--- src/axi_chan_slice.sv ---
`timescale 1ns/1ps

module axi_chan_slice #(
    parameter type payload_t = logic [31:0]
) (
    input  logic     clk,
    input  logic     rst,
    input  payload_t in_data,
    input  logic     in_valid,
    output logic     in_ready,
    output payload_t out_data,
    output logic     out_valid,
    input  logic     out_ready
);

    logic in_fire;

    // Takes a new item while the held one leaves
    assign in_ready = !out_valid || out_ready;
    assign in_fire  = in_valid && in_ready;

    always_ff @(posedge clk or negedge rst) begin
        if (!rst) begin
            out_valid <= 1'b0;
        end else begin
            if (in_fire) begin
                out_valid <= 1'b1;
            end else if (out_ready) begin
                out_valid <= 1'b0;
            end
        end
    end

    always_ff @(posedge clk) begin
        if (in_fire) begin
            out_data <= in_data;
        end
    end

endmodule

--- config.mk ---
export PLATFORM = sky130hd
export DESIGN_NAME = axi_chan_slice
export DESIGN_NICKNAME = d
export VERILOG_FILES = /design/src/axi_chan_slice.sv
export SDC_FILE = /design/constraint.sdc
export NUM_CORES = 1
export LEC_CHECK = 0
export ABC_AREA = 0
export BUFFER_PORTS_ARGS = -buffer_cell sky130_fd_sc_hd__buf_4
export CAP_MARGIN = 20
export CORE_MARGIN = 2
export CORE_UTILIZATION = 42
export CTS_CLUSTER_DIAMETER = 30
export DETAILED_ROUTE_END_ITERATION = 16
export PLACE_DENSITY = 0.83
export SETUP_SLACK_MARGIN = 0.4
export SLEW_MARGIN = 20
export SYNTH_ARGS = -nofsm -noshare
export SYNTH_HDL_FRONTEND = slang
export SYNTH_SLANG_ARGS = --single-unit
--- constraint.sdc ---
create_clock -name clk -period 1.8 [get_ports clk]
set_input_delay 0 -clock clk [delete_from_list [all_inputs] [get_ports clk]]
set_output_delay 0 -clock clk [all_outputs]
set_load 0.05 [all_outputs]
Yosys cells after proc, flatten, opt, wreduce, memory -nomap -nowiden --
Cells that the tools add are included.
Storage, ports and cells: register bits 33, output and inout port bits 34, word-level logic and storage cells 8
Cells by class: mux-type cells 2, reduce and logical (&&, ||, !) cells 4
Operators by type and width (number):
- $mux W1 | 2
- $reduce_bool A2 Y1 | 1
- $logic_and A1 B1 Y1 | 1
- $logic_not A1 Y1 | 1
- $logic_or A1 B1 Y1 | 1

Logic depth before layout (Yosys ltp) --
depth in word-level cells 4, depth in mapped cells 2, gate-level depth less buffers 2

Worst setup path after synthesis --
OpenSTA, ideal clock, no wires.
path kind register to register, start point reg out_valid, end point reg out_data[0] (netlist name), enable pin, data arrival time 1.208 ns, data required time 1.460 ns, setup slack 0.252 ns, stages on the path, launching flop included 3, path buffers 0, period minus slack after synthesis 1.548 ns, cell sequence dfrtp_1 -> nand2b_4 -> and2_4
Between the ends: longest elaborated chain between the ends 3
Ends and longest elaborated chain:
- start, declared | line 12 | output logic out_valid,
- start signal, assigned | line 24 | out_valid <= 1'b0;
- start signal, assigned | line 27 | out_valid <= 1'b1;
- start signal, assigned | line 29 | out_valid <= 1'b0;
- $logic_not A1 Y1 | line 19 | assign in_ready = !out_valid || out_ready;
- $logic_or A1 B1 Y1 | line 19
- net in_ready | line 10 | output logic in_ready,
- $logic_and A1 B1 Y1 | line 20 | assign in_fire = in_valid && in_ready;
- net in_fire | line 16 | logic in_fire;
- end signal, assigned | line 36 | out_data <= in_data;
- end, declared | line 11 | output payload_t out_data,
The timed path passes the listed nets, and every way through them passes these cells. A chain may end at the register's enable or synchronous reset.

Worst setup path after layout --
start point reg out_valid, end point reg out_data[0] (netlist name), enable pin
Between the ends: longest elaborated chain between the ends 3
Ends and longest elaborated chain (line):
- $logic_not A1 Y1 | 19
- $logic_or A1 B1 Y1 | 19
- $logic_and A1 B1 Y1 | 20
- net in_fire | 16
The timed path passes the listed nets, and every way through them passes these cells.

==> results.ini <==
[worst_setup_path]
crit_required_ps = 1780
crit_chain = nand2b_4, and2_4
r2r-end = out_data[0]
crit_path_start_kind = register
cp_max_fo = 32
rrSetupSlack_ps = 540
crit_path_end = out_data[0]
path_class = register to register
reg2reg_from = out_valid
critPathArrivalTime_ps = 1240
cp_slowest_cell = dfrtp_2
cp-end-kind = register
worst_r2r_path_depth = 2
cp-startpoint = out_valid
cpPeakStageDelay_ps = 440

[pwr]
intPower_mw = 1.200
clkPwrFrac = 0.229
p_comb_frac = 0.220
p_total_mw = 1.650
pwr_density_cell_nw_per_um2 = 833.8
p_switching_mw = 0.4508
ir_drop_mv = 0.7948
switching_share = 0.2732
leakage_nw = 0.8406
power_frac_seq = 0.551

[timing]
grt_setup_unrepaired = no
fin_crit_ps = 1257
tightest_slew_ps = 403.3
final_max_slew_viol_count = 0
setup_viol = 0
setup-tns-final_ps = 0
hold_viol_final = 0
timing.final.ws_setup_ps = 543.3
slew_headroom = 0.7311
fmax_ghz = 0.7957
fin_crit_sh = 0.6982
finClkSkew_ps = 3.541

[route]
route.detailed.wl_per_inst_um = 17.02
firstDrtPassIters = 3
drc = 0
drtAntennaViolNets = 0
drt_iter0_drc = 15
wirelength_um = 3013
num_vias = 775
viasPerCell = 4.379

[floorplan]
start_util = 0.4501
fp-row-count = 17
die_h_um = 53.15
die_area_um2 = 2825
core_um2 = 2255
io_pins = 70
dieWidth_um = 53.15

[cts]
cts_buffers = 5
clock_latency_ps = 320
cts_tree = done
clock_path_buffers = 2
cts_setup_buffers = 0
clk_pin_slew_ps = 90
ctsRootBufferMaster = clkbuf_4
htreeDepth = 2
clock-sinks = 33

[layout]
instances_no_fill = 177
fin_nets = 184
final_common_cell = buf_4
nFillCells = 96
drive_gt1_frac = 0.5235
areaGrowthSynthToFinish_pct = 95.07
layout_common_cells = buf_4 (69), dlygate4sd3_1 (36), edfxtp_1 (32), clkbuf_4 (5), clkbuf_1 (2)
antenna-diode-count = 0

[synth]
synth_cell_types = 5
postSynthAreaPerCell_um2 = 28.19
synth_area_um2 = 1015
synth_fp_nets = 72
ys_warn_count = 0
syn_inst = 36
ys_seq_area_frac = 0.9716
ys_ff_latch = 33

[placed_design]
dp_slack_ps = 556.6
gp_congestion = 0.5610
placedCellCount = 133
io_buffers = 69

[grt]
grt_max_degree = 33
overflow = 0
grt_pass1_wl_um = 4243
grt_pass1_vias = 795
grtUsageTotal = 0.2365
antenna_found_initial = 0

[outcome]
status = finished, final reports clean

[min_path]
min_path_type = input pin to output pin

[flow_run]
maxCapViolations = 0

[metrics by stage]
| step | cell area [um2] | util | hold WS, ps |
|---|---|---|---|
| after CTS | 1979 | 0.8779 | 378.7 |
| after detailed placement | 1569 | 0.6959 | -224.3 |
| after global placement | 1569 | 0.6959 | -223.4 |
| after global routing | 1979 | 0.8779 | 356.2 |
| after floorplan | 1016 | - | -295.6 |
| final | 1979 | 0.8779 | 374.9 |
[synthesized netlist by cell type]
master,number,share of area
and2_4,1,0.0086
dfrtp_1,1,0.025
edfxtp_1,32,0.95
nand2b_1,1,0.0062
nand2b_4,1,0.014
[worst min path at each step]
stage / from / endpoint / slack (ps) / cells after the start
final: out_ready / in_ready / 370 / 3
after global routing: in_data[26] / out_data[26] / 360 / 2
after CTS: out_ready / in_ready / 380 / 3
after detailed placement: rst / out_valid / -220 / 1
after global placement: rst / out_valid / -220 / 1
after floorplan: rst / out_valid / -300 / 0
[sequential cells by signal, summed over array words and instances (netlist names)]
register / cells
out_data: 32
out_valid: 1
[cells by family (layout without fill, tap and decap cells)]
group | count (synthesis) | count (layout) | share of synthesized area
and+or+nand+nor | 3 | 3 | 0.02836
buffers and inverters | 0 | 113 | 0
DFF | 33 | 33 | 0.9716
[power by group through the flow]
| stage | Sequential, mW | Combinational, mW | Clock (mW) |
|---|---|---|---|
| final | 0.910 | 0.364 | 0.377 |
| after global routing | 0.913 | 0.377 | 0.430 |
| after CTS | 0.907 | 0.359 | 0.374 |
| after detailed placement | 0.924 | 0.295 | 0 |
| after global placement | 0.921 | 0.290 | 0 |
| after floorplan | 1.07 | 0.0248 | 0 |
[timing repair]
| item | in CTS | in global routing |
|---|---|---|
| hold buffers | 36 | 0 |
| hold endpoints to repair | 34 | 0 |
| gates resized for setup | 0 | 0 |
[critical path, delay by kind of cell, from the launching register on]
kind,cells,cell delay [ps]
AND/OR/NAND/NOR,2,480
flip-flops,1,440
[per-layer routing]
metal,routed length [um],GRT usage,share of wire
met1,1178,0.2743,0.39
met2,1531,0.4125,0.51
met3,273,0.09322,0.091
met4,29,0.05128,0.0096
met5,0,0,0
[cell type report]
| cell class | instances | area, um2 | share of cell area |
|---|---|---|---|
| Sequential cell | 33 | 987.2 | 0.4987 |
| Timing Repair Buffer | 105 | 878.3 | 0.4437 |
| Clock buffer | 7 | 45.04 | 0.02276 |
| Tap cell | 28 | 35.03 | 0.01770 |
| Multi-Input combinational cell | 3 | 28.78 | 0.01454 |
| Clock inverter | 1 | 5.005 | 0.002528 |
Power figures use the tool's default switching activity.
