===== src/sram_axi_cfg.svh =====
`ifndef SRAM_AXI_CFG_SVH
`define SRAM_AXI_CFG_SVH

// AXI bus widths
`define AXI_ID_BITS    4
`define AXI_ADDR_BITS  32
`define AXI_DATA_BITS  32
`define AXI_STRB_BITS  4

// Burst length field, up to 16 beats
`define AXI_LEN_BITS   4

// Word address into the SRAM, 16K words of 32 bits
`define SRAM_ADDR_BITS 14

`endif


===== src/sram_axi_pkg.sv =====
`include "sram_axi_cfg.svh"

package sram_axi_pkg;

    typedef enum logic [1:0] {
        BURST_FIXED = 2'b00,
        BURST_INCR  = 2'b01,
        BURST_WRAP  = 2'b10
    } axi_burst_e;

    typedef enum logic [1:0] {
        RESP_OKAY   = 2'b00,
        RESP_SLVERR = 2'b10
    } axi_resp_e;

    // Shared by AW and AR
    typedef struct packed {
        logic [`AXI_ID_BITS-1:0]   id;
        logic [`AXI_ADDR_BITS-1:0] addr;
        logic [`AXI_LEN_BITS-1:0]  len;
        logic [2:0]                size;
        axi_burst_e                burst;
    } axi_ax_t;

    typedef struct packed {
        logic [`AXI_DATA_BITS-1:0] data;
        logic [`AXI_STRB_BITS-1:0] strb;
        logic                      last;
    } axi_w_t;

    typedef struct packed {
        logic [`AXI_ID_BITS-1:0] id;
        axi_resp_e               resp;
    } axi_b_t;

    typedef struct packed {
        logic [`AXI_ID_BITS-1:0]   id;
        logic [`AXI_DATA_BITS-1:0] data;
        axi_resp_e                 resp;
        logic                      last;
    } axi_r_t;

    // One word access on the SRAM port
    typedef struct packed {
        logic [`SRAM_ADDR_BITS-1:0] addr;
        logic [`AXI_DATA_BITS-1:0]  wdata;
        logic [`AXI_STRB_BITS-1:0]  be;
        logic                       we;
    } sram_req_t;

endpackage


===== src/sram_write_ctrl.sv =====
`timescale 1ns/1ps
`include "sram_axi_cfg.svh"

module sram_write_ctrl (
    input  logic                    clk,
    input  logic                    rst,
    input  sram_axi_pkg::axi_ax_t   aw,
    input  logic                    aw_valid,
    output logic                    aw_ready,
    input  sram_axi_pkg::axi_w_t    w,
    input  logic                    w_valid,
    output logic                    w_ready,
    output sram_axi_pkg::axi_b_t    b,
    output logic                    b_valid,
    input  logic                    b_ready,
    output sram_axi_pkg::sram_req_t req,
    output logic                    req_valid,
    input  logic                    grant
);
    import sram_axi_pkg::*;

    localparam int WORD_BITS = `AXI_ADDR_BITS - 2;

    logic                    busy;
    logic                    err_q;
    logic [`AXI_ID_BITS-1:0] id_q;
    logic [WORD_BITS-1:0]    addr_q;
    axi_burst_e              burst_q;
    logic                    out_of_range;
    logic                    aw_fire;
    logic                    beat_fire;

    // Any word address bit above the SRAM depth
    assign out_of_range = |addr_q[WORD_BITS-1:`SRAM_ADDR_BITS];

    // New burst only after the previous B has gone
    assign aw_ready  = !busy && !b_valid;
    assign aw_fire   = aw_valid && aw_ready;
    assign req_valid = busy && w_valid;
    assign w_ready   = grant;
    assign beat_fire = req_valid && grant;

    always_comb begin
        req.addr  = addr_q[`SRAM_ADDR_BITS-1:0];
        req.wdata = w.data;
        req.be    = out_of_range ? '0 : w.strb;
        req.we    = 1'b1;
        b.id      = id_q;
        b.resp    = err_q ? RESP_SLVERR : RESP_OKAY;
    end

    always_ff @(posedge clk or negedge rst) begin
        if (!rst) begin
            busy    <= 1'b0;
            err_q   <= 1'b0;
            b_valid <= 1'b0;
        end else begin
            if (b_valid && b_ready) begin
                b_valid <= 1'b0;
            end
            if (aw_fire) begin
                busy  <= 1'b1;
                err_q <= 1'b0;
            end else if (beat_fire) begin
                err_q <= err_q | out_of_range;
                if (w.last) begin
                    busy    <= 1'b0;
                    b_valid <= 1'b1;
                end
            end
        end
    end

    // WRAP steps like INCR
    always_ff @(posedge clk) begin
        if (aw_fire) begin
            id_q    <= aw.id;
            addr_q  <= aw.addr[`AXI_ADDR_BITS-1:2];
            burst_q <= aw.burst;
        end else if (beat_fire && burst_q != BURST_FIXED) begin
            addr_q <= addr_q + 1'b1;
        end
    end

endmodule


===== config.mk =====
export PLATFORM = sky130hd
export DESIGN_NAME = sram_write_ctrl
export DESIGN_NICKNAME = d
export VERILOG_FILES = /design/src/sram_axi_pkg.sv /design/src/sram_write_ctrl.sv
export VERILOG_INCLUDE_DIRS = /design/src
export SDC_FILE = /design/constraint.sdc
export NUM_CORES = 1
export LEC_CHECK = 0
export BUFFER_PORTS_ARGS = -buffer_cell sky130_fd_sc_hd__buf_2
export CELL_PAD_IN_SITES_DETAIL_PLACEMENT = 0
export CELL_PAD_IN_SITES_GLOBAL_PLACEMENT = 2
export CORE_MARGIN = 4
export CORE_UTILIZATION = 24
export DETAILED_ROUTE_END_ITERATION = 8
export MAX_ROUTING_LAYER = met4
export PLACE_DENSITY = 0.83
export RECOVER_POWER = 25
export REMOVE_ABC_BUFFERS = 1
export SLEW_MARGIN = 30
export SYNTH_ARGS = -nofsm -noshare
export SYNTH_HDL_FRONTEND = slang
export SYNTH_SLANG_ARGS = --single-unit

===== constraint.sdc =====
create_clock -name clk -period 4.13 [get_ports clk]
set_input_delay 0.2065 -clock clk [delete_from_list [all_inputs] [get_ports clk]]
set_output_delay 0.2065 -clock clk [all_outputs]
set_load 0.005 [all_outputs]

# ---- Word-level counts from Yosys, hierarchy flattened
# Index checks and enable logic that the tools add are counted.
dict set report classes {
  addsub 1
  muxes 13
  bitwise 1
  n_reduce_logical 14
}
# op n
set op_table {}
lappend op_table {{30-bit 2-to-1 mux} 2}
lappend op_table {{30-bit by 1-bit adder with 30-bit output (second input constant)} 1}
lappend op_table {{16-bit OR reduction} 1}
lappend op_table {{1-bit 2-to-1 mux} 9}
lappend op_table {{2-bit nonzero test} 4}
lappend op_table {{1-bit logical AND} 6}
lappend op_table {{4-bit 2-to-1 mux} 1}
lappend op_table {{1-bit logical NOT} 2}
lappend op_table {{2-bit 2-to-1 mux} 1}
lappend op_table {{2-bit AND reduction} 1}
lappend op_table {{1-bit OR} 1}
dict set report word_totals {
  regBits 39
  inputBits 88
  out_inout_bits 61
  word_cells 35
}

# ---- Depth between registers and ports, before layout
dict set report depth {
  ltp_word 5
  mapped_depth 6
  depth_no_buf 6
}

# ---- Worst setup path before layout
# OpenSTA, ideal clock, no wires.
dict set report synth_timing {
  path_type {register -> register}
  start {register busy}
  end {register addr_q[0] (enable)}
  setup_ps 459
  arrival_time_ps 2741
  required_time_ps 3671
  setup_slack_ps 930
  path_stages_with_launch 4
  n_path_buf 0
  synth_period_minus_slack_ps 3200
  path_cell_list {dfrtp_1 > and2_1 > nand2_1 > o21ai_0}
}
dict set report synth_via {
  elab_chain_len 4
  word_cells_on_any_way 7
  classes_between {reduce/logical: 7}
}
# item line
set synth_rtl {}
lappend synth_rtl {{from (decl)} sram_write_ctrl.sv:24} ;# logic busy;
lappend synth_rtl {{from (signal assigned)} sram_write_ctrl.sv:54} ;# busy <= 1'b0;
lappend synth_rtl {{from (signal assigned)} sram_write_ctrl.sv:62} ;# busy <= 1'b1;
lappend synth_rtl {{from (signal assigned)} sram_write_ctrl.sv:67} ;# busy <= 1'b0;
lappend synth_rtl {{1-bit logical AND} sram_write_ctrl.sv:39} ;# assign req_valid = busy && w_valid;
lappend synth_rtl {{via req_valid} sram_write_ctrl.sv:17} ;# output logic req_valid,
lappend synth_rtl {{1-bit logical AND} sram_write_ctrl.sv:41} ;# assign beat_fire = req_valid && grant;
lappend synth_rtl {{1-bit logical AND} sram_write_ctrl.sv:80} ;# end else if (beat_fire && burst_q != BURST_FIXED) begin
lappend synth_rtl {{2-bit nonzero test (no source line)} --}
lappend synth_rtl {{to (signal assigned)} sram_write_ctrl.sv:78} ;# addr_q <= aw.addr[`AXI_ADDR_BITS-1:2];
lappend synth_rtl {{to (signal assigned)} sram_write_ctrl.sv:81} ;# addr_q <= addr_q + 1'b1;
lappend synth_rtl {{to (decl)} sram_write_ctrl.sv:27} ;# logic [WORD_BITS-1:0] addr_q;
# The timed path passes the listed nets, and every way through them passes these cells.
# A chain may end at the register's enable or synchronous reset.

# ---- Worst setup path after layout
dict set report layout_timing {
  start {register b_valid}
  end {register addr_q[16] (data pin)}
}
dict set report layout_via {
  elab_chain_len 4
}
# item line
set layout_rtl {}
lappend layout_rtl {{from (decl)} sram_write_ctrl.sv:14} ;# output logic b_valid,
lappend layout_rtl {{from (signal assigned)} sram_write_ctrl.sv:56} ;# b_valid <= 1'b0;
lappend layout_rtl {{from (signal assigned)} sram_write_ctrl.sv:59} ;# b_valid <= 1'b0;
lappend layout_rtl {{from (signal assigned)} sram_write_ctrl.sv:68} ;# b_valid <= 1'b1;
lappend layout_rtl {{1-bit logical NOT} sram_write_ctrl.sv:37} ;# assign aw_ready = !busy && !b_valid;
lappend layout_rtl {{1-bit logical AND} sram_write_ctrl.sv:37}
lappend layout_rtl {{1-bit logical AND} sram_write_ctrl.sv:38} ;# assign aw_fire = aw_valid && aw_ready;
lappend layout_rtl {{30-bit 2-to-1 mux} sram_write_ctrl.sv:76} ;# if (aw_fire) begin
# No other way between the ends.

==> results.txt <==
* Status: finished clean
- From bottom edge to top edge, the die measures 111 µm.
* Input/output buffers: 73
- Busiest layer in global routing: met1
- For the worst-skew pair, the clock arrives at the later sink with an insertion delay of 0.30 ns.
- Dividing the final minimum period by the clock period gives 53.0%.
* Critical register-to-register path endpoint: addr_q[16]
- The first routing iteration left 73 violations.
- The clock network accounts for 19.6% of the total power.
- Cells on worst reg2reg path: 6
- The synthesized netlist devotes 5.70% of its cell area to compound gates.
* Fraction of layout instances using a drive strength above 1: 31.7%
- In the global route stage, met2 resource usage came out at 14.5%.
- In this run the register-to-register setup slack is 1.94 ns.
- Most common cell after layout, fill and taps aside: buf_2
- The portion of synthesized area spent on multiplexers is 0.885%.
- Area share of and/or/nand/nor cells after synthesis: 21.5%
- Post-Place Cells: 414
- Global placement routability congestion: 0.829
* Overall track demand over capacity in global routing: 11.5%
- The routed design has 7.14 mm of wire.
- In this run the worst path has a maximum fanout of 33.
- Global-route wire length before repair: 10.7 mm
* Final Power: 1.43 mW
* Crit start category: register
- Worst setup path endpoint: addr_q[16]
- Min setup slack post-route: 1.94 ns
* Combinational share of power: 28.3%
- Entering global routing, the biggest net connects 34 pins.
* Xor-xnor portion of the synthesized cell area: 9.64%
- STA puts the critical path data required time at 4.17 ns.
- The worst hold path begins at aw[42].
- Setup violations remaining at the end of the flow were counted as 0.
- Timing-limited maximum frequency: 456 MHz
- Reg-to-reg critical path startpoint: b_valid
- Power per cell area: 510 nW/µm²
- After synthesis, the largest family of logic cells by area is simple AND/OR/NAND/NOR gates.
- Net Sw Power: 0.508 mW
- Worst-case hold slack: 0.0776 ns
- Internal power comes to 0.920 mW.
- Max-cap violations in this run came to 0.
- After synthesis the netlist holds a flip-flop and latch count of 39.
- Global routing consumed, on the met3 layer, 8.02% of the routing resources.
* Yosys cell types: 28
* Post-synthesis instance area: 2540 µm²
- CTS clk-pin slew, worst paths: 0.09 ns
- Per-cell via count in the routed design: 4.40
- The routed design could run at a clock period as short as 2.19 ns.
* Synthesis Warnings: 0
- Fin. Hold Viols: 0
* Layout net count: 375
- Remaining max-slew budget at the tightest pin: 55.0%
* H-tree depth reported by CTS: 2
- In the final timing run, aggregate negative setup slack is 0 ns.
* FP Rows: 37
- The clock passes through at most 2 buffers.
- STA classifies the critical path endpoint as a register.
- Crit path launch: b_valid
- Data arrives at the worst endpoint at 2.23 ns.
- For this design, the sink count on the clock tree is 39.
- After detailed routing, the number of remaining DRC violations is 0.
* Worst setup slack after placement: 1.85 ns
- The synthesized netlist devotes 0.492% of its cell area to adder and majority cells.
- Reg power frac: 52.1%
- Clock buffers created by TritonCTS: 5
* Number of nets still failing antenna checks after routing: 0
- In the layout the commonest cells are 72 x buf_2, 43 x nand2_1, 36 x edfxtp_1, 20 x xor2_1, 18 x o21ai_0.
- Number of search-and-repair iterations in the first detailed-routing pass: 4
* Post-Route Skew: 0.0108 ns
* Number of cells produced by synthesis: 259
- The die covers 12300 µm².
- The count of cells in the finished layout, fillers not included, comes to 423.
- Summed area of non-filler cells in the final layout: 2800 µm²
- Sequential elements use 45.4% of the synthesized area.
- In the final routed layout, each cell accounts on average for 16.9 µm.
- The number of antenna diodes in the final layout is 0.
- IO Count: 149
- In this run the horizontal extent of the chip is 111 µm.
* Post-CTS Setup Bufs: 0
- Clock tree from TritonCTS: done
- Via total after detailed routing: 1860
* Post-Syn Area per Cell: 9.83 µm²
- The number of antenna violations at the first check in global routing was 0.
- Category of the critical setup timing path: reg -> reg
- For the pin with the worst max-slew slack, the measured transition is 0.670 ns.
* Effective utilization at floorplan: 24.7%
- In this run the standard cell core region covers 10300 µm².
- Post-layout util: 27.1%
* Final global-route overflow total: 0
- Once detailed placement completed, the half-perimeter wirelength came to 5.41 mm.
* Type of the worst min-delay path: in -> reg
* Maximum vdd drop: 144 µV
- Area growth from synthesis to final layout: 10.1%
* Reported leakage power: 1.04 nW
- The number of slew-limit violations in the final report was 0.
- Standard cell area after detailed placement: 2700 µm²
- Clk Tree Root Cell: clkbuf_8
- Net switching is 35.6% of the power.
- For this run, global-route usage on met1 was measured as 15.0%.
- Number of global-route vias before repair: 1840
- RSZ-0062 raised after global routing: false
[area by class of cell]
cell class	count	area, µm²
timing repair buffer	76	389
tap	136	170
inverter	3	11.3
clock buffer	7	86.3
sequential	39	1160
clock inverter	1	5.00
multi-input combinational	161	983
fill	1121	7520
[power groups by stage]
stage	combinational (mW)	clock (mW)	sequential, mW
floorplan	0.250	0	0.735
global placement	0.405	0	0.747
detailed placement	0.417	0	0.751
CTS	0.418	0.295	0.745
global route	0.463	0.306	0.766
finish	0.404	0.280	0.743
[how the worst min path moves through the flow]
| stage | cells past startpoint | slack (ns) | end |
|---|---|---|---|
| CTS | 2 | 0.06 | b_valid |
| finish | 1 | 0.08 | id_q[1] |
| floorplan | 0 | -0.09 | b_valid |
| global route | 1 | 0.07 | id_q[1] |
| global placement | 1 | 0.005 | err_q |
| detailed placement | 1 | 0.007 | b_valid |
[state kept, by name, indices dropped and copies added (netlist names)]
register / count
addr_q: 30
err_q: 1
busy: 1
id_q: 4
burst_q: 2
b_valid: 1
[critical path, cell delays in order (launching register included)]
cell and delay, ns:
dfrtp_1 0.38, nor2_1 0.07, nand2_2 0.21, clkinv_1 0.60
buf_4 0.48, nand2_1 0.11, o21ai_0 0.08
[synth_stat cells]
cell / count / area [µm²]
nor3_1: 2 / 10.0
conb_1: 2 / 7.51
clkinv_1: 1 / 3.75
and3_2: 1 / 7.51
nand2_2: 1 / 6.26
nor4_4: 2 / 42.5
a21oi_1: 2 / 10.0
xor2_1: 20 / 175
o21ai_0: 19 / 95.1
mux2_2: 2 / 22.5
and4_1: 4 / 35.0
inv_1: 2 / 7.51
ha_1: 1 / 12.5
o21ai_1: 8 / 40.0
nor2_1: 11 / 41.3
and3_1: 2 / 12.5
and2_1: 5 / 31.3
nand2_1: 43 / 161
clkbuf_1: 6 / 22.5
xnor2_1: 8 / 70.1
nand4_1: 11 / 68.8
edfxtp_1: 36 / 1080
buf_4: 50 / 375
dfrtp_1: 3 / 75.1
nand4_4: 2 / 42.5
nand3_1: 9 / 45.0
nand2_4: 1 / 11.3
nor4_1: 5 / 31.3
[routing by layer]
metal  vias up  part of all wire (%)
li1        902                     -
met1       859                    47
met2        94                    39
met3         5                    14
met4         0                  0.76
met5         -                     0
[cells by family after synthesis]
family / count (synthesis)
adder cells (fa/ha/maj): 1
flip-flops: 39
multiplexers: 2
other: 2
buffers and inverters: 59
AO/OA/AOI/OAI: 29
AND/OR/NAND/NOR: 99
XOR/XNOR: 28
[what timing repair did]
item                      4_1_cts  5_1_grt
hold endpoints to repair        3        0
resized for setup               0        0
hold buffers                    1        0
Power figures use the tool's default switching activity.
