<file path="src/sram_axi_cfg.svh">
`ifndef SRAM_AXI_CFG_SVH
`define SRAM_AXI_CFG_SVH

// AXI bus widths
`define AXI_ID_BITS    4
`define AXI_ADDR_BITS  32
`define AXI_DATA_BITS  32
`define AXI_STRB_BITS  4

// Burst length field, up to 16 beats
`define AXI_LEN_BITS   4

// Word address into the SRAM, 16K words of 32 bits
`define SRAM_ADDR_BITS 14

`endif

</file>
<file path="src/sram_axi_pkg.sv">
`include "sram_axi_cfg.svh"

package sram_axi_pkg;

    typedef enum logic [1:0] {
        BURST_FIXED = 2'b00,
        BURST_INCR  = 2'b01,
        BURST_WRAP  = 2'b10
    } axi_burst_e;

    typedef enum logic [1:0] {
        RESP_OKAY   = 2'b00,
        RESP_SLVERR = 2'b10
    } axi_resp_e;

    // Shared by AW and AR
    typedef struct packed {
        logic [`AXI_ID_BITS-1:0]   id;
        logic [`AXI_ADDR_BITS-1:0] addr;
        logic [`AXI_LEN_BITS-1:0]  len;
        logic [2:0]                size;
        axi_burst_e                burst;
    } axi_ax_t;

    typedef struct packed {
        logic [`AXI_DATA_BITS-1:0] data;
        logic [`AXI_STRB_BITS-1:0] strb;
        logic                      last;
    } axi_w_t;

    typedef struct packed {
        logic [`AXI_ID_BITS-1:0] id;
        axi_resp_e               resp;
    } axi_b_t;

    typedef struct packed {
        logic [`AXI_ID_BITS-1:0]   id;
        logic [`AXI_DATA_BITS-1:0] data;
        axi_resp_e                 resp;
        logic                      last;
    } axi_r_t;

    // One word access on the SRAM port
    typedef struct packed {
        logic [`SRAM_ADDR_BITS-1:0] addr;
        logic [`AXI_DATA_BITS-1:0]  wdata;
        logic [`AXI_STRB_BITS-1:0]  be;
        logic                       we;
    } sram_req_t;

endpackage

</file>
<file path="src/sram_port_arb.sv">
`timescale 1ns/1ps

module sram_port_arb (
    input  logic                    clk,
    input  logic                    rst,
    input  sram_axi_pkg::sram_req_t wr_req,
    input  logic                    wr_valid,
    output logic                    wr_grant,
    input  sram_axi_pkg::sram_req_t rd_req,
    input  logic                    rd_valid,
    output logic                    rd_grant,
    output sram_axi_pkg::sram_req_t mem_req,
    output logic                    mem_en
);

    // Set when the read path won the last granted cycle
    logic last_rd;

    always_comb begin
        wr_grant = 1'b0;
        rd_grant = 1'b0;
        if (wr_valid && rd_valid) begin
            rd_grant = !last_rd;
            wr_grant = last_rd;
        end else begin
            wr_grant = wr_valid;
            rd_grant = rd_valid;
        end
    end

    assign mem_en  = wr_grant || rd_grant;
    assign mem_req = rd_grant ? rd_req : wr_req;

    always_ff @(posedge clk or negedge rst) begin
        if (!rst) begin
            last_rd <= 1'b0;
        end else if (mem_en) begin
            last_rd <= rd_grant;
        end
    end

endmodule

</file>
<file path="config.mk">
export PLATFORM = sky130hd
export DESIGN_NAME = sram_port_arb
export DESIGN_NICKNAME = d
export VERILOG_FILES = /design/src/sram_axi_pkg.sv /design/src/sram_port_arb.sv
export VERILOG_INCLUDE_DIRS = /design/src
export SDC_FILE = /design/constraint.sdc
export NUM_CORES = 1
export LEC_CHECK = 0
export CORE_AREA = 2 2 61 63
export DETAILED_ROUTE_END_ITERATION = 10
export DIE_AREA = 0 0 63 65
export DONT_BUFFER_PORTS = 1
export RECOVER_POWER = 50
export REMOVE_ABC_BUFFERS = 1
export SLEW_MARGIN = 20
export SYNTH_ARGS = -nofsm -noshare
export SYNTH_HDL_FRONTEND = slang
export SYNTH_SLANG_ARGS = --single-unit
</file>
<file path="constraint.sdc">
create_clock -name clk -period 2.1 [get_ports clk]
set_input_delay 0.525 -clock clk [delete_from_list [all_inputs] [get_ports clk]]
set_output_delay 0.525 -clock clk [all_outputs]
set_load 0.02 [all_outputs]
</file>
======== Yosys cells after proc, flatten, opt, wreduce, memory -nomap -nowiden ========
Cells that the tools add are included.
W data, S select, Z words.
word-level totals
  flip-flop bits (word level) ............. 1
  input bits .............................. 106
  word-level logic and storage cells ...... 7
cells by class
  multiplexer cells ....................... 3
  reductions and logical operators ........ 3
operators by type and width
  kind                 number
  $mux W51             1
  $mux W1              2
  $logic_and A1 B1 Y1  1
  $logic_not A1 Y1     1
  $logic_or A1 B1 Y1   1

======== Depth between registers and ports, before layout ========
Gate-level depths: netlist of the first run.
  word-level depth ........................ 3
  mapped depth ............................ 3
  depth with buffers taken out ............ 2

======== Worst setup path before layout of the first run ========
Ideal clock, no wire load.
  path type ............................... input to output
  from .................................... in rd_valid
  to ...................................... out mem_req[11] (netlist bit)
  data arrival time ....................... 1,380 ps
  required time ........................... 1,575 ps
  path slack .............................. 195 ps
  stages on the path ...................... 3
  cells stage by stage .................... a21boi_4 -> buf_4 -> mux2_2
RTL lines
  item                RTL line             RTL
  start: declaration  sram_port_arb.sv:10  input logic rd_valid,
  end: declaration    sram_port_arb.sv:12  output sram_axi_pkg::sram_req_t mem_req,

==> results of run 1 <==
[worst max-delay path: cells and delay by family]
kind,cells,cell delay (ns)
AO/OA/AOI/OAI,1,0.22
multiplexers,1,0.44
buffers and inverters,1,0.22
[layout make-up]
type,count,area share
Multi-Input combinational cell,56,0.823
Tap cell,48,0.0803
Timing Repair Buffer,3,0.0585
Sequential cell,1,0.0334
Inverter,1,0.00502
[layer usage]
metal	part of all wire	routed length (um)
met3	0.17	359
met1	0.32	687
met5	0	0
met2	0.52	1120
met4	0	0
[placed cells by master (no fill, tap or decap)]
cell type	n
mux2_2	26
mux2_1	25
buf_12	2
a21boi_4	1
inv_1	1
a21boi_0	1
or2_2	1
nor2_1	1
a21oi_1	1
dfrtp_1	1
clkbuf_1	1
[worst min-delay path by stage]
stage / end / slack [ns] / cells past startpoint
final: last_rd$_DFFE_PN0P_ / 0.23 / 0
after global routing: last_rd$_DFFE_PN0P_ / 0.23 / 0
after floorplan: last_rd$_DFFE_PN0P_ / 0.23 / 0
after CTS: last_rd$_DFFE_PN0P_ / 0.23 / 0
after global placement: last_rd$_DFFE_PN0P_ / 0.23 / 0
after detailed placement: last_rd$_DFFE_PN0P_ / 0.23 / 0
[metrics by stage]
| step | cells | cell area, sq um | worst slack, ns |
|---|---|---|---|
| 2_1_floorplan | 58 | 644 | -0.434 |
| 3_3_place_gp | 109 | 752 | 0.178 |
| 3_5_place_dp | 109 | 752 | 0.154 |
| 4_1_cts | 109 | 752 | 0.154 |
| 5_1_grt | 109 | 748 | 0.141 |
| 6_report | 109 | 748 | 0.160 |
[power by group through the flow]
stage / registers (mW) / clock network (mW) / logic, mW
finish: 0.0268 / 0 / 0.301
global route: 0.0273 / 0 / 0.313
CTS: 0.0268 / 0 / 0.318
detailed placement: 0.0268 / 0 / 0.318
global placement: 0.0263 / 0 / 0.317
floorplan: 0.0261 / 0 / 0.280
[logic make-up after synthesis]
| kind of cell | count (synthesis) | share of synthesized area |
|---|---|---|
| DFF | 1 | 0.0361 |
| and+or+nand+nor | 2 | 0.0144 |
| buffers and inverters | 6 | 0.0758 |
| AOI/OAI and AO/OA | 3 | 0.0451 |
| muxes | 51 | 0.829 |
==> impl_metrics.yaml, run 1 <==
logic_synthesis:
  ys_types: 11
  synth_area_per_cell_sq_um: 11.0
  synthFlopType: "dfrtp_1"
  yosysSeqAreaShare: 0.0361
  synth_area_leaders: "mux2_2, buf_6, mux2_1"
  synth_top_area_frac: 0.780
  synth_most_common_cell: "mux2_2"
  synthArstFlopShare: 1.00
  yosysWarnings: 0
  syn-instance-count: 63
  synth_largest_area_cell: "mux2_2"
  syn_area_sq_um: 693
  synth_edf_count: 0
  synth_commonest_cells: "mux2_2, buf_6, mux2_1"
  ys_ff_latch: 1
status:
  outcome: "completed"
floorplan:
  core_area_sq_um: 3500
  row_count: 22
  die_area_sq_um: 4100
  die_x_um: 63
  die-height_um: 65
  initial_core_util: 0.198
  num_io_pins: 160
drt:
  drt-total-wl_um: 2170
  detail_route.wl_per_cell_um: 19.9
  via_per_inst: 5.17
  dr.pass1.iters: 4
  ant_nets: 0
  dr.first_iter.drc_count: 2
  drc: 0
  num_vias: 563
cells_and_area:
  multi_input_area_sq_um: 616
  drive_above_1_share: 0.492
  nets: 169
  n_fill_cell: 384
  area_growth_pct: 7.94
  largest_reg_flops: 1
  insertedDiodeCount: 0
  final_util: 0.214
  top_register: "last_rd"
  seq_area_sq_um: 25.0
  reg_top3: "last_rd x1"
timing:
  rsz0062_at_grt: "false"
  fin_skew_ns: 0
  fin_hold_ws_ns: 0.229
  maxSlewHeadroom: 0.834
  finalMaxSlewViolations: 0
  period_share: 0.924
  setup_viol: 0
  hold_violations: 0
  fin_tns_setup_ns: 0
  worstMarginPinSlew_ns: 0.251
  min_period_ns: 1.94
  clock.fmax_ghz: 0.515
setup_path:
  reg2reg_slack_ns: 1.40
  cp-endpoint: "mem_req[7]"
  crit_fanout: 30
  r2r_cells: 2
  timing.rr.end: "last_rd$_DFFE_PN0P_"
  cp.required_ns: 1.57
  cpMaxStageDelayCell: "mux2_1"
  cp-startpoint: "rd_valid"
  critPathCaptureType: "output pin"
  cpPeakStageDelay_ns: 0.44
  startpoint_type: "primary input"
  worst_ep_arrival_time_ns: 1.42
  crit_type: "in2out"
  crit_chain: "a21boi_4, buf_12, mux2_1"
  r2r-start: "last_rd$_DFFE_PN0P_"
worst_hold_path:
  hold_class: "in2async"
global_route:
  grt_pass1_wl_um: 2510
  grtUsageMet3: 0.0243
  grt_pass1_vias: 523
  grt_max_degree: 31
  antenna_found_initial: 0
  track_usage: 0.0765
  grt_util_met1: 0.0813
  overflow: 0
  top_usage_layer: "met2"
  use_met2: 0.154
power_and_ir_drop:
  intPower_mw: 0.126
  power_mw: 0.328
  p_switching_mw: 0.202
  power_switching_share: 0.616
  vdd_ir_drop_max_v: 0.000103
  p_leak_nw: 0.252
  p_seq_frac: 0.082
  power_frac_clock: 0
  power_density_nw_per_um2: 438
  combPwrFrac: 0.918
placed_design:
  dpl.hpwl_um: 2050
  gp_congestion: 0.627
  port_buffers: 0
clock_tree:
  insertion_delay_ns: 0
  post_cts_buffers: 0
  hold_buffers: 0
  ctsResizeCount: 0
  clkTransAtPathRegs_ns: 0
job:
  cap_violations: 0
Power figures use the tool's default switching activity.
==> run 2: changes to the inputs <==
--- a/config.mk
+++ b/config.mk
@@ -6,9 +6,10 @@
 export SDC_FILE = /design/constraint.sdc
 export NUM_CORES = 1
 export LEC_CHECK = 0
-export CORE_AREA = 2 2 61 63
+export ABC_AREA = 1
+export CORE_AREA = 2 2 62 64
 export DETAILED_ROUTE_END_ITERATION = 10
-export DIE_AREA = 0 0 63 65
+export DIE_AREA = 0 0 64 66
 export DONT_BUFFER_PORTS = 1
 export RECOVER_POWER = 50
 export REMOVE_ABC_BUFFERS = 1
==> run 2 against run 1 <==
Net effect: via count is 100% higher; combinational power is 8.0% higher; flip-flop and latch count stayed put; maximum frequency is 3.7% higher; area after synthesis is 19% higher; register-to-register slack better by 0.05 ns; total power is 6.4% higher; first-iteration DRC count grew to 39 times the previous value; critical path type unchanged.
==> impl_metrics.yaml, run 2 <==
status:
  outcome: "completed"
timing:
  finalMaxSlewViolations: 0
  fin_ws_ns: 0.230
  setup_viol: 0
  maxSlewHeadroom: 0.681
  period_share: 0.890
  rsz0062_at_grt: "false"
  hold_violations: 0
  fin_tns_setup_ns: 0
  clock.fmax_ghz: 0.535
  worstMarginPinSlew_ns: 0.479
  min_period_ns: 1.87
  fin_skew_ns: 0
cells_and_area:
  final_cell_mix: "nand2_1, nand3_1, inv_1"
  area_growth_pct: -4.26
  nets: 274
  fin_area_sq_um: 788
  drive_above_1_share: 0.0241
  largest_reg_flops: 1
  insertedDiodeCount: 0
  top_register: "last_rd"
  seq_area_sq_um: 25.0
  reg_top3: "last_rd x1"
  multi_input_area_sq_um: 673
  final_common_cell: "nand2_1"
  n_fill_cell: 417
power_and_ir_drop:
  intPower_mw: 0.0876
  vdd_ir_drop_max_v: 0.000219
  power_frac_clock: 0
  p_switching_mw: 0.262
  power_density_nw_per_um2: 443
  p_seq_frac: 0.068
  p_leak_nw: 0.495
  combPwrFrac: 0.932
  power_switching_share: 0.749
setup_path:
  critPathCaptureType: "output pin"
  reg2reg_slack_ns: 1.45
  r2r-start: "last_rd$_DFFE_PN0P_"
  startpoint_type: "primary input"
  crit_fanout: 52
  crit_type: "in2out"
  cp.required_ns: 1.57
  r2r_cells: 2
  timing.rr.end: "last_rd$_DFFE_PN0P_"
  worst_ep_arrival_time_ns: 1.35
drt:
  drt-total-wl_um: 2660
  via_per_inst: 5.27
  detail_route.wl_per_cell_um: 12.4
  dr.first_iter.drc_count: 77
  drc: 0
  ant_nets: 0
  dr.pass1.iters: 4
  num_vias: 1128
clock_tree:
  post_cts_buffers: 0
  hold_buffers: 0
  ctsResizeCount: 0
  insertion_delay_ns: 0
  clkTransAtPathRegs_ns: 0
placed_design:
  pre_cts_ws_ns: 0.286
  gp_congestion: 0.744
  port_buffers: 0
  dpl.hpwl_um: 2140
  placed_area_sq_um: 795
floorplan:
  initial_core_util: 0.232
  row_count: 22
  num_io_pins: 160
  die_area_sq_um: 4220
  die_x_um: 64
  core_area_sq_um: 3550
  die-height_um: 66
logic_synthesis:
  syn_area_sq_um: 823
  synth_top_area_frac: 0.470
  synth_area_per_cell_sq_um: 4.60
  syn-instance-count: 179
  synth_commonest_cells: "nand2_1, nand3_1, buf_2"
  ys_ff_latch: 1
  yosysWarnings: 0
  synth_largest_area_cell: "nand2_1"
  synth_area_leaders: "nand2_1, nand3_1, buf_6"
  yosysSeqAreaShare: 0.0304
  synthArstFlopShare: 1.00
  ys_types: 11
  synth_most_common_cell: "nand2_1"
  synth_edf_count: 0
  synthFlopType: "dfrtp_1"
global_route:
  grt_max_degree: 56
  overflow: 0
  antenna_found_initial: 0
  track_usage: 0.0979
  grt_pass1_wl_um: 3430
  grt_pass1_vias: 789
worst_hold_path:
  hold_class: "in2async"
job:
  cap_violations: 0
-- run 2: cell count changes in the layout (fill, tap and decap cells not counted), sizes merged --
cell,change
o21ai,+1
nor2,-1
a21boi,-2
mux2,-51
inv,+2
nand3,+51
nand2,+105
-- run 2: area by class of cell --
| type | instances | area share |
|---|---|---|
| repair buffers | 3 | 0.0238 |
| well taps | 48 | 0.0762 |
| flip-flops and latches | 1 | 0.0317 |
| inverters | 3 | 0.0143 |
| multi-input cells | 159 | 0.854 |
-- run 2: layer usage --
layer	wire length, um	global-route usage	vias up
met4	0	0	0
met2	1430	0.215	101
met5	0	0	-
met1	907	0.105	482
met3	318	0.00681	0
li1	-	-	545
-- run 2: worst max path at each step --
stage | from | to | slack [ns] | depth (start not counted)
6_report | wr_valid | mem_req[2] | 0.23 | 4
4_1_cts | wr_valid | mem_req[49] | 0.28 | 4
3_3_place_gp | wr_valid | mem_req[31] | 0.32 | 4
5_1_grt | wr_valid | mem_req[43] | 0.11 | 4
2_1_floorplan | wr_valid | mem_req[0] | -0.08 | 4
3_5_place_dp | wr_valid | mem_req[49] | 0.29 | 4
-- run 2: critical path, cell delays in order --
cell and delay, ns:
nand2_1 0.10, nand2_4 0.39, nand2_1 0.12, nand2_1 0.20
-- run 2: cells by family after synthesis --
| group | Yosys count | synth area share |
|---|---|---|
| flops | 1 | 0.0304 |
| buf+inv | 19 | 0.149 |
| simple gates | 157 | 0.809 |
| compound gates | 2 | 0.0121 |
-- run 2: per-stage QoR --
step           hold slack (ns)  cells  utilization  power, mW
3_3_place_gp             0.229    214        0.224      0.348
2_1_floorplan            0.229    163            -      0.313
4_1_cts                  0.229    214        0.224      0.353
3_5_place_dp             0.229    214        0.224      0.353
6_report                 0.229    214        0.222      0.349
5_1_grt                  0.229    214        0.222      0.376
-- run 2: power by group through the flow --
| stage | registers [mW] | clock network, mW | logic (mW) |
|---|---|---|---|
| after global placement | 0.0243 | 0 | 0.324 |
| after CTS | 0.0243 | 0 | 0.329 |
| after global routing | 0.0245 | 0 | 0.351 |
| after detailed placement | 0.0243 | 0 | 0.329 |
| final | 0.0238 | 0 | 0.325 |
| after floorplan | 0.0241 | 0 | 0.289 |
==> run 3: changes to the inputs <==
--- a/config.mk
+++ b/config.mk
@@ -7,9 +7,9 @@
 export NUM_CORES = 1
 export LEC_CHECK = 0
 export ABC_AREA = 1
-export CORE_AREA = 2 2 62 64
+export CORE_AREA = 2 2 61 63
 export DETAILED_ROUTE_END_ITERATION = 10
-export DIE_AREA = 0 0 64 66
+export DIE_AREA = 0 0 63 65
 export DONT_BUFFER_PORTS = 1
 export RECOVER_POWER = 50
 export REMOVE_ABC_BUFFERS = 1
==> constraint.sdc (replaced) <==
create_clock -name clk -period 1.7 [get_ports clk]
set_input_delay 0.425 -clock clk [delete_from_list [all_inputs] [get_ports clk]]
set_output_delay 0.425 -clock clk [all_outputs]
set_load 0.02 [all_outputs]
==> run 3 against run 2 <==
Net effect: first-iteration DRC count decreased by 5.2%; worst setup slack got worse by 0.11 ns; clock skew is the same; die area is 3.1% lower; register-to-register slack got worse by 0.41 ns; sequential power is 26% higher; critical path depth increased by 1; global-route usage barely moved; routed wire length is 3.2% lower; flip-flop and latch count unchanged; total power increased by 25%; via count fell by 1.3%; critical endpoint is now mem_req[46]; largest cell class unchanged; highest routed layer is now met4.
==> impl_metrics.yaml, run 3 (synthesis results as in run 2) <==
status:
  outcome: "completed"
timing:
  rsz0062_at_grt: "false"
  clock.fmax_ghz: 0.632
  fin_ws_ns: 0.118
  fin_skew_ns: 0
  setup_viol: 0
  period_share: 0.931
  maxSlewHeadroom: 0.708
  worstMarginPinSlew_ns: 0.439
  hold_violations: 0
  finalMaxSlewViolations: 0
  min_period_ns: 1.58
floorplan:
  die_area_sq_um: 4100
  die_x_um: 63
  row_count: 22
  initial_core_util: 0.236
  core_area_sq_um: 3500
  die-height_um: 65
  num_io_pins: 160
cells_and_area:
  n_fill_cell: 402
  insertedDiodeCount: 0
  top_register: "last_rd"
  area_growth_pct: -2.13
  drive_above_1_share: 0.0419
  largest_reg_flops: 1
  final_util: 0.230
  nets: 275
  reg_top3: "last_rd x1"
  final_common_cell: "nand2_1"
  final_cell_mix: "nand2_1, nand3_1, inv_1, buf_4"
clock_tree:
  clkTransAtPathRegs_ns: 0
  insertion_delay_ns: 0
  post_cts_buffers: 0
  hold_buffers: 0
  ctsResizeCount: 0
global_route:
  grt_pass1_wl_um: 3350
  use_met2: 0.206
  grt_util_met1: 0.0992
  grt_pass1_vias: 789
  antenna_found_initial: 0
  grt_max_degree: 56
  grtUsageMet3: 0.0104
  track_usage: 0.0975
  overflow: 0
  top_usage_layer: "met2"
drt:
  dr.pass1.iters: 4
  detail_route.wl_per_cell_um: 12.0
  dr.first_iter.drc_count: 73
  drc: 0
  via_per_inst: 5.18
  ant_nets: 0
  drt-total-wl_um: 2570
  num_vias: 1113
setup_path:
  crit_chain: "nand2_2, nand2_4, buf_6, nand2_1, nand2_1"
  critPathCaptureType: "output pin"
  cpMaxStageDelayCell: "buf_6"
  cp.required_ns: 1.27
  cpMostUsedCell: "nand2_1"
  crit_fanout: 52
  cpPeakStageDelay_ns: 0.29
  crit_type: "in2out"
  startpoint_type: "primary input"
  worst_ep_arrival_time_ns: 1.16
placed_design:
  gp_congestion: 0.766
  pre_cts_ws_ns: 0.181
  port_buffers: 0
power_and_ir_drop:
  p_leak_nw: 0.505
  vdd_ir_drop_max_v: 0.000311
  power_density_nw_per_um2: 540
job:
  cap_violations: 0
worst_hold_path:
  hold_class: "in2async"
## run 3: cell types whose count changed in the layout (fill, tap and decap cells not counted), sizes merged
cell	change
buf	+2
clkbuf	-1
## run 3: power breakdown
group          total [mW]  switching [mW]  internal [mW]
registers          0.0301         0.00232         0.0278
logic               0.405           0.319         0.0862
clock network           0               0              0
## run 3: cell type report
| type | instances | area, sq um | share of cell area |
|---|---|---|---|
| Inverter | 3 | 11.3 | 0.0140 |
| Multi-Input combinational cell | 159 | 676 | 0.839 |
| Sequential cell | 1 | 25.0 | 0.0311 |
| Tap cell | 48 | 60.1 | 0.0745 |
| Timing Repair Buffer | 4 | 33.8 | 0.0419 |
## run 3: path summary, 6_finish.rpt
kind | from | to | slack [ns] | cells past startpoint
max | wr_valid | mem_req[46] | 0.12 | 5
min | rst | last_rd$_DFFE_PN0P_ | 0.13 | 0
max reg2reg | last_rd$_DFFE_PN0P_ | last_rd$_DFFE_PN0P_ | 1.04 | 2
min reg2reg | last_rd$_DFFE_PN0P_ | last_rd$_DFFE_PN0P_ | 0.57 | 3
max in group asynchronous | rst | last_rd$_DFFE_PN0P_ | 1.50 | 0
min in group clk | wr_valid | last_rd$_DFFE_PN0P_ | 0.54 | 1
## run 3: through the flow
stage | hold WS [ns] | instance area, sq um | power (mW) | setup TNS, ns | std cells
global placement | 0.129 | 815 | 0.439 | 0 | 215
global route | 0.129 | 806 | 0.469 | 0 | 215
floorplan | 0.129 | 712 | 0.386 | -14.61 | 163
CTS | 0.129 | 815 | 0.445 | 0 | 215
finish | 0.129 | 806 | 0.435 | 0 | 215
detailed placement | 0.129 | 815 | 0.444 | 0 | 215
## run 3: worst max-delay path: cells and delay by family
family | cells | cell delay [ns]
buffers and inverters | 1 | 0.29
AND/OR/NAND/NOR | 4 | 0.43
## run 3: per-layer routing
layer	vias up	routed length, um
met5	-	0
met3	4	367
met2	103	1330
met1	459	847
li1	547	-
met4	0	31
